===== config.mk =====
export PLATFORM = sky130hd
export DESIGN_NAME = vendingTop
export DESIGN_NICKNAME = d
export VERILOG_FILES = /design/src/hw/vendingPkg.sv /design/src/hw/coinVault.sv /design/src/hw/vendController.sv /design/src/hw/balanceMonitor.sv /design/src/hw/vendingTop.sv
export SDC_FILE = /design/constraint.sdc
export NUM_CORES = 1
export LEC_CHECK = 0
export ABC_CLOCK_PERIOD_IN_PS = 4300
export BUFFER_PORTS_ARGS = -buffer_cell sky130_fd_sc_hd__buf_2
export CORE_ASPECT_RATIO = 1.5
export CORE_MARGIN = 10
export CORE_UTILIZATION = 60
export DETAILED_ROUTE_END_ITERATION = 8
export GPL_TIMING_DRIVEN = 0
export PLACE_DENSITY = 0.84
export SLEW_MARGIN = 40
export SYNTH_ARGS = -nofsm -noshare
export SYNTH_HDL_FRONTEND = slang
export SYNTH_SLANG_ARGS = --single-unit

===== constraint.sdc =====
create_clock -name clock -period 4.3 [get_ports clock]
set_input_delay 0.86 -clock clock [delete_from_list [all_inputs] [get_ports clock]]
set_output_delay 0.86 -clock clock [all_outputs]
set_load 0.01 [all_outputs]

===== src/hw/vendingPkg.sv =====
// Vending machine shared definitions
// coin and controller state encodings, width types and coin values
// all amounts are counted in nickel units

package vendingPkg;

    // coin code on the deposit input and the returned-coin output
    typedef enum logic [1:0] {
        NONE,
        NICKEL,
        DIME,
        QUARTER
    } coinT;

    // transaction controller states
    typedef enum logic [1:0] {
        ACCEPTING,
        CHANGE,
        REFUND,
        BEVERAGE
    } ctrlStateT;

    // money inside one transaction, in nickels
    typedef logic [3:0] nickelsT;

    // signed running balance, -16 to 15 nickels
    typedef logic signed [4:0] balanceT;

    // one item costs 25 cents
    localparam nickelsT PRICE_NICKELS = 4'd5;

    // nickel value of a coin code
    function automatic nickelsT coinValue(input coinT coin);
        case (coin)
            NICKEL:  return 4'd1;
            DIME:    return 4'd2;
            QUARTER: return 4'd5;
            default: return 4'd0;
        endcase
    endfunction

endpackage


===== src/hw/coinVault.sv =====
// Coin vault
// one saturating tube counter per denomination, counted since reset
// reports full tubes and whether a nickel can be paid out

module coinVault #(
    parameter int tubeBits = 3
) (
    input  logic clock,
    input  logic rstN,
    input  logic incNickel,
    input  logic incDime,
    input  logic incQuarter,
    input  logic decNickel,
    input  logic decDime,
    output logic nickelFull,
    output logic dimeFull,
    output logic quarterFull,
    output logic nickelAvail
);

    // tube index 0 nickel, 1 dime, 2 quarter
    logic [2:0] incVec;
    logic [2:0] decVec;
    logic [2:0] fullVec;
    logic [2:0] emptyVec;
    logic [tubeBits-1:0] tubeCount [3];

    assign incVec = {incQuarter, incDime, incNickel};
    // quarters are never paid out as change
    assign decVec = {1'b0, decDime, decNickel};

    for (genvar i = 0; i < 3; i++) begin : gTube
        // capacity is all ones
        assign fullVec[i]  = (tubeCount[i] == {tubeBits{1'b1}});
        assign emptyVec[i] = (tubeCount[i] == '0);

        always_ff @(posedge clock or negedge rstN) begin
            if (!rstN) begin
                tubeCount[i] <= '0;
            end else if (incVec[i] && !decVec[i] && !fullVec[i]) begin
                tubeCount[i] <= tubeCount[i] + 1'b1;
            end else if (decVec[i] && !incVec[i] && !emptyVec[i]) begin
                tubeCount[i] <= tubeCount[i] - 1'b1;
            end
        end

        // the controller must respect the full flag before storing a coin
        assert property (@(posedge clock) disable iff (!rstN)
            incVec[i] |-> !fullVec[i])
            else $error("coin stored into a full tube %0d", i);

        // change is only paid from coins that are really in the tube
        assert property (@(posedge clock) disable iff (!rstN)
            decVec[i] |-> !emptyVec[i])
            else $error("coin taken from an empty tube %0d", i);
    end

    assign nickelFull  = fullVec[0];
    assign dimeFull    = fullVec[1];
    assign quarterFull = fullVec[2];
    assign nickelAvail = !emptyVec[0];

endmodule


===== src/hw/vendController.sv =====
// Vending transaction controller
// takes coins until 25 cents, pays change one coin per cycle,
// then pulses beverage; refunds three dimes when no nickel is left

module vendController (
    input  logic               clock,
    input  logic               rstN,
    input  vendingPkg::coinT   deposit,
    input  logic               nickelFull,
    input  logic               dimeFull,
    input  logic               quarterFull,
    input  logic               nickelAvail,
    output logic               incNickel,
    output logic               incDime,
    output logic               incQuarter,
    output logic               decNickel,
    output logic               decDime,
    output vendingPkg::coinT   change,
    output logic               beverage,
    output logic               enable
);

    import vendingPkg::*;

    ctrlStateT state;
    ctrlStateT stateNext;
    coinT      changeNext;

    // coins taken in the current transaction
    logic [2:0] nickelCount;
    logic [1:0] dimeCount;
    logic       quarterCount;
    logic [2:0] nickelNext;
    logic [1:0] dimeNext;
    logic       quarterNext;

    // transaction total in nickels
    nickelsT total;

    assign total = nickelsT'(nickelCount) + nickelsT'({dimeCount, 1'b0})
                 + (quarterCount ? coinValue(QUARTER) : nickelsT'(0));

    // coins only while idle and still short of the price
    assign enable   = (state == ACCEPTING) && (total < PRICE_NICKELS);
    assign beverage = (state == BEVERAGE);

    always_comb begin
        stateNext   = state;
        changeNext  = NONE;
        nickelNext  = nickelCount;
        dimeNext    = dimeCount;
        quarterNext = quarterCount;
        incNickel   = 1'b0;
        incDime     = 1'b0;
        incQuarter  = 1'b0;
        decNickel   = 1'b0;
        decDime     = 1'b0;

        case (state)
            ACCEPTING: begin
                if (!enable) begin
                    // price reached, deposits are ignored from here on
                    stateNext = CHANGE;
                end else begin
                    case (deposit)
                        NICKEL: begin
                            if (nickelFull) begin
                                changeNext = NICKEL;
                            end else begin
                                incNickel  = 1'b1;
                                nickelNext = nickelCount + 1'b1;
                            end
                        end
                        DIME: begin
                            if (dimeFull) begin
                                changeNext = DIME;
                            end else begin
                                incDime  = 1'b1;
                                dimeNext = dimeCount + 1'b1;
                            end
                        end
                        QUARTER: begin
                            if (quarterFull) begin
                                changeNext = QUARTER;
                            end else begin
                                incQuarter  = 1'b1;
                                quarterNext = 1'b1;
                            end
                        end
                        default: begin
                            changeNext = NONE;
                        end
                    endcase
                end
            end
            // total is between 25 and 45 cents on entry
            CHANGE: begin
                if (total == PRICE_NICKELS) begin
                    stateNext = BEVERAGE;
                end else if (total == PRICE_NICKELS + 1'b1) begin
                    // 30 cents needs one nickel back
                    if (nickelAvail) begin
                        changeNext = NICKEL;
                        decNickel  = 1'b1;
                        stateNext  = BEVERAGE;
                    end else begin
                        stateNext = REFUND;
                    end
                end else if (dimeCount != 2'd0) begin
                    // 35 cents or more, dimes of this transaction go first
                    changeNext = DIME;
                    decDime    = 1'b1;
                    dimeNext   = dimeCount - 1'b1;
                end else begin
                    // a quarter and nickels, those nickels are in the tube
                    changeNext = NICKEL;
                    decNickel  = 1'b1;
                    nickelNext = nickelCount - 1'b1;
                end
            end
            // hand back the deposited dimes one by one
            REFUND: begin
                if (dimeCount != 2'd0) begin
                    changeNext = DIME;
                    decDime    = 1'b1;
                    dimeNext   = dimeCount - 1'b1;
                end else begin
                    nickelNext  = '0;
                    quarterNext = 1'b0;
                    stateNext   = ACCEPTING;
                end
            end
            // single dispense cycle, transaction starts over
            BEVERAGE: begin
                nickelNext  = '0;
                dimeNext    = '0;
                quarterNext = 1'b0;
                stateNext   = ACCEPTING;
            end
            default: begin
                stateNext = ACCEPTING;
            end
        endcase
    end

    always_ff @(posedge clock or negedge rstN) begin
        if (!rstN) begin
            state        <= ACCEPTING;
            change       <= NONE;
            nickelCount  <= '0;
            dimeCount    <= '0;
            quarterCount <= 1'b0;
        end else begin
            state        <= stateNext;
            change       <= changeNext;
            nickelCount  <= nickelNext;
            dimeCount    <= dimeNext;
            quarterCount <= quarterNext;
        end
    end

    // dispense is a one-cycle strobe
    assert property (@(posedge clock) disable iff (!rstN)
        beverage |=> !beverage)
        else $error("beverage held for two cycles");

    // quarters come back only as rejected deposits
    assert property (@(posedge clock) disable iff (!rstN)
        (state != ACCEPTING) |-> (change != QUARTER))
        else $error("quarter returned during change or refund");

    // coin intake reopens only once the transaction counts are cleared
    assert property (@(posedge clock) disable iff (!rstN)
        $rose(enable) |-> (total == '0))
        else $error("enable rose with coins of the last transaction still counted");

endmodule


===== src/hw/balanceMonitor.sv =====
// Balance monitor
// running money in minus change and goods out, in nickels
// reads zero whenever the machine sits idle between transactions

module balanceMonitor (
    input  logic                clock,
    input  logic                rstN,
    input  vendingPkg::coinT    deposit,
    input  vendingPkg::coinT    change,
    input  logic                beverage,
    output vendingPkg::balanceT balance
);

    import vendingPkg::*;

    balanceT valueIn;
    balanceT valueOut;

    // deposits count even when enable is low
    assign valueIn = balanceT'({1'b0, coinValue(deposit)});

    // a dispense takes the price out of the balance
    assign valueOut = balanceT'({1'b0, coinValue(change)})
                    + (beverage ? balanceT'({1'b0, PRICE_NICKELS}) : balanceT'(0));

    always_ff @(posedge clock or negedge rstN) begin
        if (!rstN) begin
            balance <= '0;
        end else begin
            balance <= balance + valueIn - valueOut;
        end
    end

    // the machine never pays out more than it was given
    assert property (@(posedge clock) disable iff (!rstN)
        balance >= 0)
        else $error("balance went negative: %0d", balance);

endmodule


===== src/hw/vendingTop.sv =====
// Vending machine top level
// transaction controller, coin vault and balance monitor

module vendingTop #(
    parameter int tubeBits = 3
) (
    input  logic                clock,
    input  logic                rstN,
    input  vendingPkg::coinT    deposit,
    output vendingPkg::coinT    change,
    output logic                beverage,
    output logic                enable,
    output vendingPkg::balanceT balance
);

    // vault strobes and flags
    logic incNickel;
    logic incDime;
    logic incQuarter;
    logic decNickel;
    logic decDime;
    logic nickelFull;
    logic dimeFull;
    logic quarterFull;
    logic nickelAvail;

    vendController uController (
        .clock       (clock),
        .rstN        (rstN),
        .deposit     (deposit),
        .nickelFull  (nickelFull),
        .dimeFull    (dimeFull),
        .quarterFull (quarterFull),
        .nickelAvail (nickelAvail),
        .incNickel   (incNickel),
        .incDime     (incDime),
        .incQuarter  (incQuarter),
        .decNickel   (decNickel),
        .decDime     (decDime),
        .change      (change),
        .beverage    (beverage),
        .enable      (enable)
    );

    coinVault #(
        .tubeBits (tubeBits)
    ) uVault (
        .clock       (clock),
        .rstN        (rstN),
        .incNickel   (incNickel),
        .incDime     (incDime),
        .incQuarter  (incQuarter),
        .decNickel   (decNickel),
        .decDime     (decDime),
        .nickelFull  (nickelFull),
        .dimeFull    (dimeFull),
        .quarterFull (quarterFull),
        .nickelAvail (nickelAvail)
    );

    // watches the external coin traffic only
    balanceMonitor uMonitor (
        .clock    (clock),
        .rstN     (rstN),
        .deposit  (deposit),
        .change   (change),
        .beverage (beverage),
        .balance  (balance)
    );

endmodule


==> summary.txt, run 1 <==
Critical path capture point type - flop
Synth area leaders - dfrtp_1, fa_1, ha_1, xnor2_1, inv_1
Iteration-0 DRC Markers - 46
Unique cell type count in the Yosys netlist - 47
WL final - 3852 um
Initial antenna violation count - 0
Hold Startpoint - uVault.tubeCount[0]
Slew Limit Headroom - 63.01%
Vias in the first global route - 1,592
Post-CTS Setup Bufs - 0
Final min period - 3798 ps
Initial Util - 61.74%
Simple-gate area share of the yosys netlist - 16.82%
Synth Area in XOR/XNOR - 5.890%
Fillers - 247
# diodes - 0
Die Ht - 89.14 um
Std-Cell Rows - 25
R2r startpoint - uController.quarterCount
Die area - 5891 um2
R2R Path End - uVault.tubeCount[5]
Hold Path Sink - uVault.tubeCount[0]
Clk sinks - 24
RSZ-0062 raised after global routing - no
WL/cell - 14.99 um
Area share of the largest cell type after synthesis - 31.41%
Area grow syn2layout - 9.490%
FMAX - 263.3 MHz
Clk buf depth - 2
Worst hold path cell count - 1
CTS tree - yes
Final Setup Violations - 0
Crit path launch type - flop
GRT Total Usage - 14.60%
Hold Buf Count CTS - 0
Synth Instances - 201
Slew at the pin closest to its max-slew limit - 554.9 ps
Wire length of the first global-routing pass - 6941 um
Final Non-Filler Cells - 257
GPL Wtd Cong - 0.8040
CTS resizes - 0
Arrival time worst endpoint - 3980 ps
# DRC - 0
Dpl cells - 253
Post-DP HPWL - 3062 um
Core Box Area - 3097 um2
CP Max Fanout - 10
Number of H-tree levels - 1
Adder-Cell Fraction of Synth Area - 19.63%
Syn_nets - 229
Highest Signal Layer - met4
Syn avg cell area - 9.512 um2
Detail Route met2 WL - 2158 um
Final net count - 246
IO buf count - 12
Synthesized flop and latch total - 24
Final Hold Vio Count - 0
Die W - 66.09 um
Clock transition at path regs - 90 ps
Skew-Pair Late Insertion Delay - 270 ps
Top Ports - 13
YS warnings - 0
Synth area leader - dfrtp_1
Met1 Wirelength - 1452 um
Largest net degree at the start of global routing - 25
Flop2flop setup slack - 500 ps
TNS Setup - 0 ps
Clock root buffer - clkbuf_8
Max-slew violations - 0
Compound-gate portion of the synthesized area - 15.64%
Detail Route Antenna Nets - 0
First-pass iteration count of the detailed router - 4
Post-synth ARST share - 100.0%
R2R depth - 14
Mapped cell area - 1912 um2
Crit Path Class - flop to flop
Post-synth EDFFs - 0
Status - finished, final reports clean
Layout cells sized above 1 - 12.90%
Total clock buffers created by CTS - 3
Count leader, synth - dfrtp_1
Max-cap violations - 0
Post-synthesis mux area share - 4.385%
Critical Path RT - 4480 ps
WL met3 - 170 um
Hold/Removal Path Class - flop to flop
Via count - 1,530
GRT overflow - 0
Top cells by count, synth - dfrtp_1, inv_1, nand2_1, ha_1, nor2_1
Final critical-path share of the clock period - 88.31%
Clock skew - 2.479 ps
Sequential fraction of the synthesis area - 31.41%
Ys flop type - dfrtp_1
Routed vias/inst - 5.953
Largest family of logic cells by synthesized area - adder cells
-- placed cells by master, fill, tap and decap left out, types with 2 or more instances in the layout --
cell type	Yosys	layout
dfrtp_1	24	24
inv_1	22	22
nand2_1	16	16
buf_2	2	14
ha_1	14	14
nor2_1	12	12
nand3_1	11	11
xnor2_1	10	10
fa_1	10	10
o21ai_0	9	9
a21oi_1	8	8
a21o_1	5	5
mux2i_1	5	5
clkbuf_1	4	4
nor2b_1	4	4
nand4_1	4	4
and2_1	3	3
nor3_1	3	3
clkbuf_8	0	3
nor3b_1	2	2
o22ai_1	2	2
and3b_1	2	2
nor4_1	2	2
or3_1	2	2
mux2_2	2	2
-- per-stage QoR --
step	worst slack, ps	utilization (%)	area, um2	hold slack, ps
floorplan	819.8	-	1912	452.8
global placement	617.8	65.29	2022	467.6
detailed placement	582.8	65.29	2022	487.7
CTS	536.8	67.60	2093	502.7
global route	233.4	67.60	2093	516.9
finish	502.5	67.60	2093	495.7
-- kinds of logic (layout without fill, tap and decap cells) --
logic type,count (synthesis),count (layout)
and+or+nand+nor,63,63
DFF,24,24
adders and majority gates,24,24
AOI/OAI and AO/OA,40,40
muxes,8,8
xor gates and xnor gates,12,12
buffers and inverters,30,46
-- layout make-up --
class                      instances  area (um2)  area share (%)
buffer                             7       32.53           1.554
clock buffer                       3       41.29           1.973
clock inverter                     1       30.03           1.435
inverter                          23       86.33           4.124
multi-input combinational        147        1192           56.96
sequential                        24       600.6           28.69
tap                               40       50.05           2.391
timing repair buffer              12       60.06           2.869
-- routing by layer --
metal,up-vias,global-route usage (%)
met5,-,0
met4,0,5.163
met3,6,2.760
met2,39,27.69
met1,761,15.31
li1,724,-
-- registers in the layout, summed over array words and instances, names as in the netlist --
register,cells
uController.dimeCount,2
uController.change,2
uController.quarterCount,1
uController.nickelCount,3
uMonitor.balance,5
uController.state,2
uVault.tubeCount,9
-- worst max-delay path by stage --
stage / from / to / slack [ps] / cells after the start
after floorplan: uController.quarterCount / uVault.tubeCount[8] / 820 / 10
after global placement: uController.quarterCount / uVault.tubeCount[8] / 620 / 10
after detailed placement: uController.quarterCount / uVault.tubeCount[5] / 580 / 14
after CTS: uController.quarterCount / uVault.tubeCount[5] / 540 / 14
after global routing: uController.quarterCount / uVault.tubeCount[5] / 230 / 14
final: uController.quarterCount / uVault.tubeCount[5] / 500 / 14
-- worst max-delay path, cell delays in order (launching register included) --
cell	delay (ps)
dfrtp_1	420
fa_1	550
inv_1	60
fa_1	630
o21bai_1	220
nand3_1	190
inv_2	200
and2_1	150
buf_4	150
nand2_1	80
fa_1	480
nor2_1	110
o21ai_0	90
o21a_1	180
o211ai_1	180
Power of run 1 is not shown: default switching activity piles up to over one toggle a cycle in this logic, so the estimate is an artifact.
==> run 2: changes to the inputs <==
Settings changed: CORE_ASPECT_RATIO 1.5 to default.
==> summary.txt, run 2 (same netlist as run 1, synthesis figures left out) <==
Status - finished, final reports clean
Place WS - 567.3 ps (-15.51 ps)
Post-CTS Setup Bufs - 0 (unchanged)
Most frequent cells in the layout - dfrtp_1, inv_1, nand2_1
Clock root buffer - clkbuf_4
Crit-path cells - fa_1 > inv_1 > fa_1 > o21bai_1 > nand3_1 > nor2_1 > nand2_1 > fa_1 > or3_1 > a311o_1
Via count - 1,511 (-1.2%)
CTS tree - yes
Layout cells sized above 1 - 12.90% (unchanged)
Final Hold Vio Count - 0 (unchanged)
Vias in the first global route - 1,529 (-4.0%)
Initial antenna violation count - 0 (unchanged)
Top Ports - 13 (unchanged)
Slew Limit Headroom - 62.99% (about the same)
Crit Path Class - flop to flop
Final net count - 246 (unchanged)
Fillers - 260 (+5.3%)
# DRC - 0 (unchanged)
Routed vias/inst - 5.789 (-2.8%)
GRT Total Usage - 14.26% (-0.35 points)
Beginning of the critical path - uController.quarterCount
Total clock buffers created by CTS - 3 (unchanged)
GRT overflow - 0 (unchanged)
Biggest regs - uVault.tubeCount: 9 flops, uMonitor.balance: 5 flops, uController.nickelCount: 3 flops
Hold/Removal Path Class - input pin to async pin
Max-slew violations - 0 (unchanged)
Largest net degree at the start of global routing - 25 (unchanged)
FMAX - 265.1 MHz (+0.68%)
Clk sinks - 24 (unchanged)
Critical Path RT - 4520 ps (+40 ps)
Slew at the pin closest to its max-slew limit - 555.1 ps (+0.2182 ps)
PnR worst setup slack - 528.0 ps (+25.48 ps)
Post-DP HPWL - 2995 um (-2.2%)
RSZ-0062 raised after global routing - no
Crit path launch type - flop
Number of H-tree levels - 1 (unchanged)
Die W - 76.45 um (+16%)
R2R Path End - uVault.tubeCount[8]
IO buf count - 12 (unchanged)
Most frequent CP cell - fa_1
Flop2flop setup slack - 530 ps (+30 ps)
WL final - 3855 um (about the same)
First-pass iteration count of the detailed router - 4 (unchanged)
Clk buf depth - 2 (unchanged)
Commonest non-fill, non-tap cell in the layout - dfrtp_1
Final Setup Violations - 0 (unchanged)
Critical path capture point type - flop
Max-cap violations - 0 (unchanged)
Final Non-Filler Cells - 261 (+1.6%)
Largest Register - uVault.tubeCount
Clock transition at path regs - 130 ps (+40 ps)
Multi-input gate area - 1192 um2 (unchanged)
Initial Util - 62.62% (+0.89 points)
Worst Setup EP - uVault.tubeCount[8]
Detail Route Antenna Nets - 0 (unchanged)
Hold Buf Count CTS - 0 (unchanged)
Worst stage delay on the critical path - 630 ps (about the same)
R2r startpoint - uController.quarterCount
WL/cell - 14.77 um (-1.5%)
Die area - 5845 um2 (-0.79%)
Area grow syn2layout - 7.919%
Core Box Area - 3053 um2 (-1.4%)
Final critical-path share of the clock period - 87.72% (-0.59 points)
# diodes - 0 (unchanged)
Die Ht - 76.45 um (-14%)
GPL Wtd Cong - 0.8102 (+0.77%)
Final min period - 3772 ps (-25.48 ps)
TNS Setup - 0 ps (unchanged)
Dpl cells - 257 (+1.6%)
Skew-Pair Late Insertion Delay - 320 ps (+50 ps)
Arrival time worst endpoint - 3990 ps (about the same)
Clock skew - 2.570 ps (+0.09129 ps)
Std-Cell Rows - 20 (-20%)
Iteration-0 DRC Markers - 75 (+63%)
CP Max Fanout - 5 (-5)
Wire length of the first global-routing pass - 7072 um (+1.9%)
Sequential cell area - 600.6 um2 (unchanged)
R2R depth - 10 (-4)
Slowest-stage cell, CP - fa_1
Max reg flops - 9 (unchanged)
CTS resizes - 0 (unchanged)
-- run 2: changes by cell type in the layout (fill, tap and decap cells not counted) --
cell,previous run,this run
clkbuf_8,3,1
bufinv_16,1,0
clkbuf_4,0,3
-- run 2: worst max-delay path: cells and delay by family (launching register included) --
family          cells  cell delay [ps]
compound gates      2              570
fa+ha+maj           3             1670
buf+inv             1               60
flops               1              440
simple gates        4              930
-- run 2: layer usage --
layer,up-vias,routed length [um],global-route usage (%)
li1,727,-,-
met1,732,1564,16.28
met2,42,2005,26.19
met3,10,221,3.066
met4,0,63,3.346
met5,-,0,0
-- run 2: layout make-up --
class	count	share of cell area (%)
Multi-Input combinational cell	147	57.79
Sequential cell	24	29.11
Inverter	23	4.184
Timing Repair Buffer	12	2.911
Tap cell	44	2.668
Clock buffer	4	1.759
Buffer	7	1.577
-- run 2: how the worst min path moves through the flow --
| stage | cells after the start | slack, ps | from | end |
|---|---|---|---|---|
| finish | 1 | 500 | rstN | uController.state[0] |
| global route | 1 | 530 | rstN | uMonitor.balance[2] |
| CTS | 1 | 500 | uVault.tubeCount[0] | uVault.tubeCount[0] |
| detailed placement | 1 | 480 | uVault.tubeCount[0] | uVault.tubeCount[0] |
| global placement | 1 | 470 | uVault.tubeCount[0] | uVault.tubeCount[0] |
| floorplan | 1 | 450 | uVault.tubeCount[0] | uVault.tubeCount[0] |
-- run 2: per-stage QoR --
step | hold WS [ps] | utilization, % | instance area, um2
5_1_grt | 526.4 | 67.58 | 2063
4_1_cts | 501.3 | 67.58 | 2063
2_1_floorplan | 452.8 | - | 1912
6_report | 498.6 | 67.58 | 2063
3_3_place_gp | 474.6 | 66.39 | 2027
3_5_place_dp | 479.5 | 66.39 | 2027
Power of run 2 is left out for the same reason.
==> run 3: changes to the inputs <==
Settings changed: CORE_UTILIZATION 60 to 41, PLACE_DENSITY 0.84 to 0.63.
==> summary.txt, run 3 (same netlist as run 1, synthesis figures left out) <==
Final critical-path share of the clock period - 86.39% (-1.3 points)
Dpl cells - 265 (+3.1%)
Crit Path Class - flop to flop
GRT overflow - 0 (unchanged)
Final Setup Violations - 0 (unchanged)
Die area - 7794 um2 (+33%)
Biggest regs - uVault.tubeCount: 9 flops, uMonitor.balance: 5 flops, uController.nickelCount: 3 flops
Status - finished, final reports clean
Hold Startpoint - uVault.tubeCount[0]
Critical Path RT - 4490 ps (-30 ps)
Via count - 1,429 (-5.4%)
CTS resizes - 0 (unchanged)
Max-slew violations - 0 (unchanged)
WL/cell - 13.73 um (-7.1%)
Initial Util - 43.02% (-20 points)
Final min period - 3715 ps (-57.29 ps)
Hold Buf Count CTS - 0 (unchanged)
CP Max Fanout - 10 (+5)
Post-CTS Setup Bufs - 0 (unchanged)
Die W - 88.29 um (+15%)
Slew Limit Headroom - 62.45% (-0.55 points)
Clock skew - 6.531 ps (+3.961 ps)
Top Ports - 13 (unchanged)
Iteration-0 DRC Markers - 93 (+24%)
GRT Total Usage - 10.50% (-3.8 points)
Core Box Area - 4444 um2 (+46%)
Commonest non-fill, non-tap cell in the layout - dfrtp_1
Detail Route Antenna Nets - 0 (unchanged)
Worst hold path cell count - 1
Most frequent cells in the layout - dfrtp_1, inv_1, nand2_1
Largest net degree at the start of global routing - 25 (unchanged)
GPL Wtd Cong - 0.8326 (+2.8%)
R2r startpoint - uController.quarterCount
Clk buf depth - 2 (unchanged)
IO buf count - 12 (unchanged)
R2R depth - 14 (+4)
Final Non-Filler Cells - 268 (+2.7%)
Final net count - 246 (unchanged)
Layout cells sized above 1 - 12.50% (-0.40 points)
Total clock buffers created by CTS - 3 (unchanged)
Arrival time worst endpoint - 3910 ps (-80 ps)
# DRC - 0 (unchanged)
Hold/Removal Path Class - flop to flop
Final Hold Vio Count - 0 (unchanged)
Max-cap violations - 0 (unchanged)
Flop2flop setup slack - 590 ps (+60 ps)
Hold Path Sink - uVault.tubeCount[0]
Wire length of the first global-routing pass - 6637 um (-6.2%)
Critical path capture point type - flop
Clk sinks - 24 (unchanged)
FMAX - 269.2 MHz (+1.5%)
Die Ht - 88.29 um (+15%)
Crit path launch type - flop
Max reg flops - 9 (unchanged)
Std-Cell Rows - 24 (+20%)
Area grow syn2layout - 8.704%
# diodes - 0 (unchanged)
Routed vias/inst - 5.332 (-7.9%)
Clock transition at path regs - 90 ps (-40 ps)
RSZ-0062 raised after global routing - no
R2R Path End - uVault.tubeCount[5]
TNS Setup - 0 ps (unchanged)
Slew at the pin closest to its max-slew limit - 563.3 ps (+8.183 ps)
First-pass iteration count of the detailed router - 4 (unchanged)
Largest Register - uVault.tubeCount
Clock root buffer - clkbuf_8
Number of H-tree levels - 1 (unchanged)
Skew-Pair Late Insertion Delay - 270 ps (-50 ps)
Vias in the first global route - 1,444 (-5.6%)
CTS tree - yes
WL final - 3679 um (-4.6%)
Post-DP HPWL - 2816 um (-6.0%)
Initial antenna violation count - 0 (unchanged)
[run 3: cell count changes in the layout (fill, tap and decap cells not counted), sizes merged]
cell | before | now
clkbuf | 8 | 7
[run 3: routing by layer]
| layer | global-route usage (%) | vias to the layer above | routed length (um) |
|---|---|---|---|
| li1 | - | 723 | - |
| met4 | 1.762 | 0 | 25 |
| met5 | 0 | - | 0 |
| met1 | 13.87 | 688 | 1858 |
| met2 | 16.68 | 13 | 1640 |
| met3 | 3.309 | 5 | 154 |
[run 3: worst max-delay path by stage]
stage | startpoint | to | slack [ps] | cells past startpoint
floorplan | uController.quarterCount | uVault.tubeCount[8] | 820 | 10
global placement | uController.quarterCount | uVault.tubeCount[8] | 610 | 10
detailed placement | uController.quarterCount | uVault.tubeCount[8] | 630 | 10
CTS | uController.quarterCount | uVault.tubeCount[5] | 600 | 14
global route | uController.quarterCount | uVault.tubeCount[5] | 330 | 14
finish | uController.quarterCount | uVault.tubeCount[5] | 590 | 14
[run 3: area by class of cell]
cell class                      count  area, um2
Tap cell                           52      65.06
Fill cell                         434       2366
Multi-Input combinational cell    147       1192
Inverter                           23      86.33
Buffer                              7      32.53
Clock buffer                        3      41.29
Sequential cell                    24      600.6
Timing Repair Buffer               12      60.06
[run 3: through the flow]
step / setup slack, ps / utilization, % / instance area (um2) / hold WS [ps]
2_1_floorplan: 819.8 / - / 1912 / 452.8
3_3_place_gp: 609.1 / 45.83 / 2037 / 470.3
3_5_place_dp: 627.0 / 45.83 / 2037 / 471.4
4_1_cts: 596.4 / 46.76 / 2078 / 486.2
5_1_grt: 334.3 / 46.76 / 2078 / 525.4
6_report: 585.3 / 46.76 / 2078 / 480.7
[run 3: critical path: stages, from the launching register on]
cell and delay [ps]:
dfrtp_1 420, fa_1 540, inv_1 60, fa_1 630
o21bai_1 200, nand3_1 180, inv_2 200, and2_1 150
buf_4 150, nand2_1 80, fa_1 490, nor2_1 120
o21ai_0 90, o21a_1 180, o211ai_1 160
Power of run 3 is left out for the same reason.
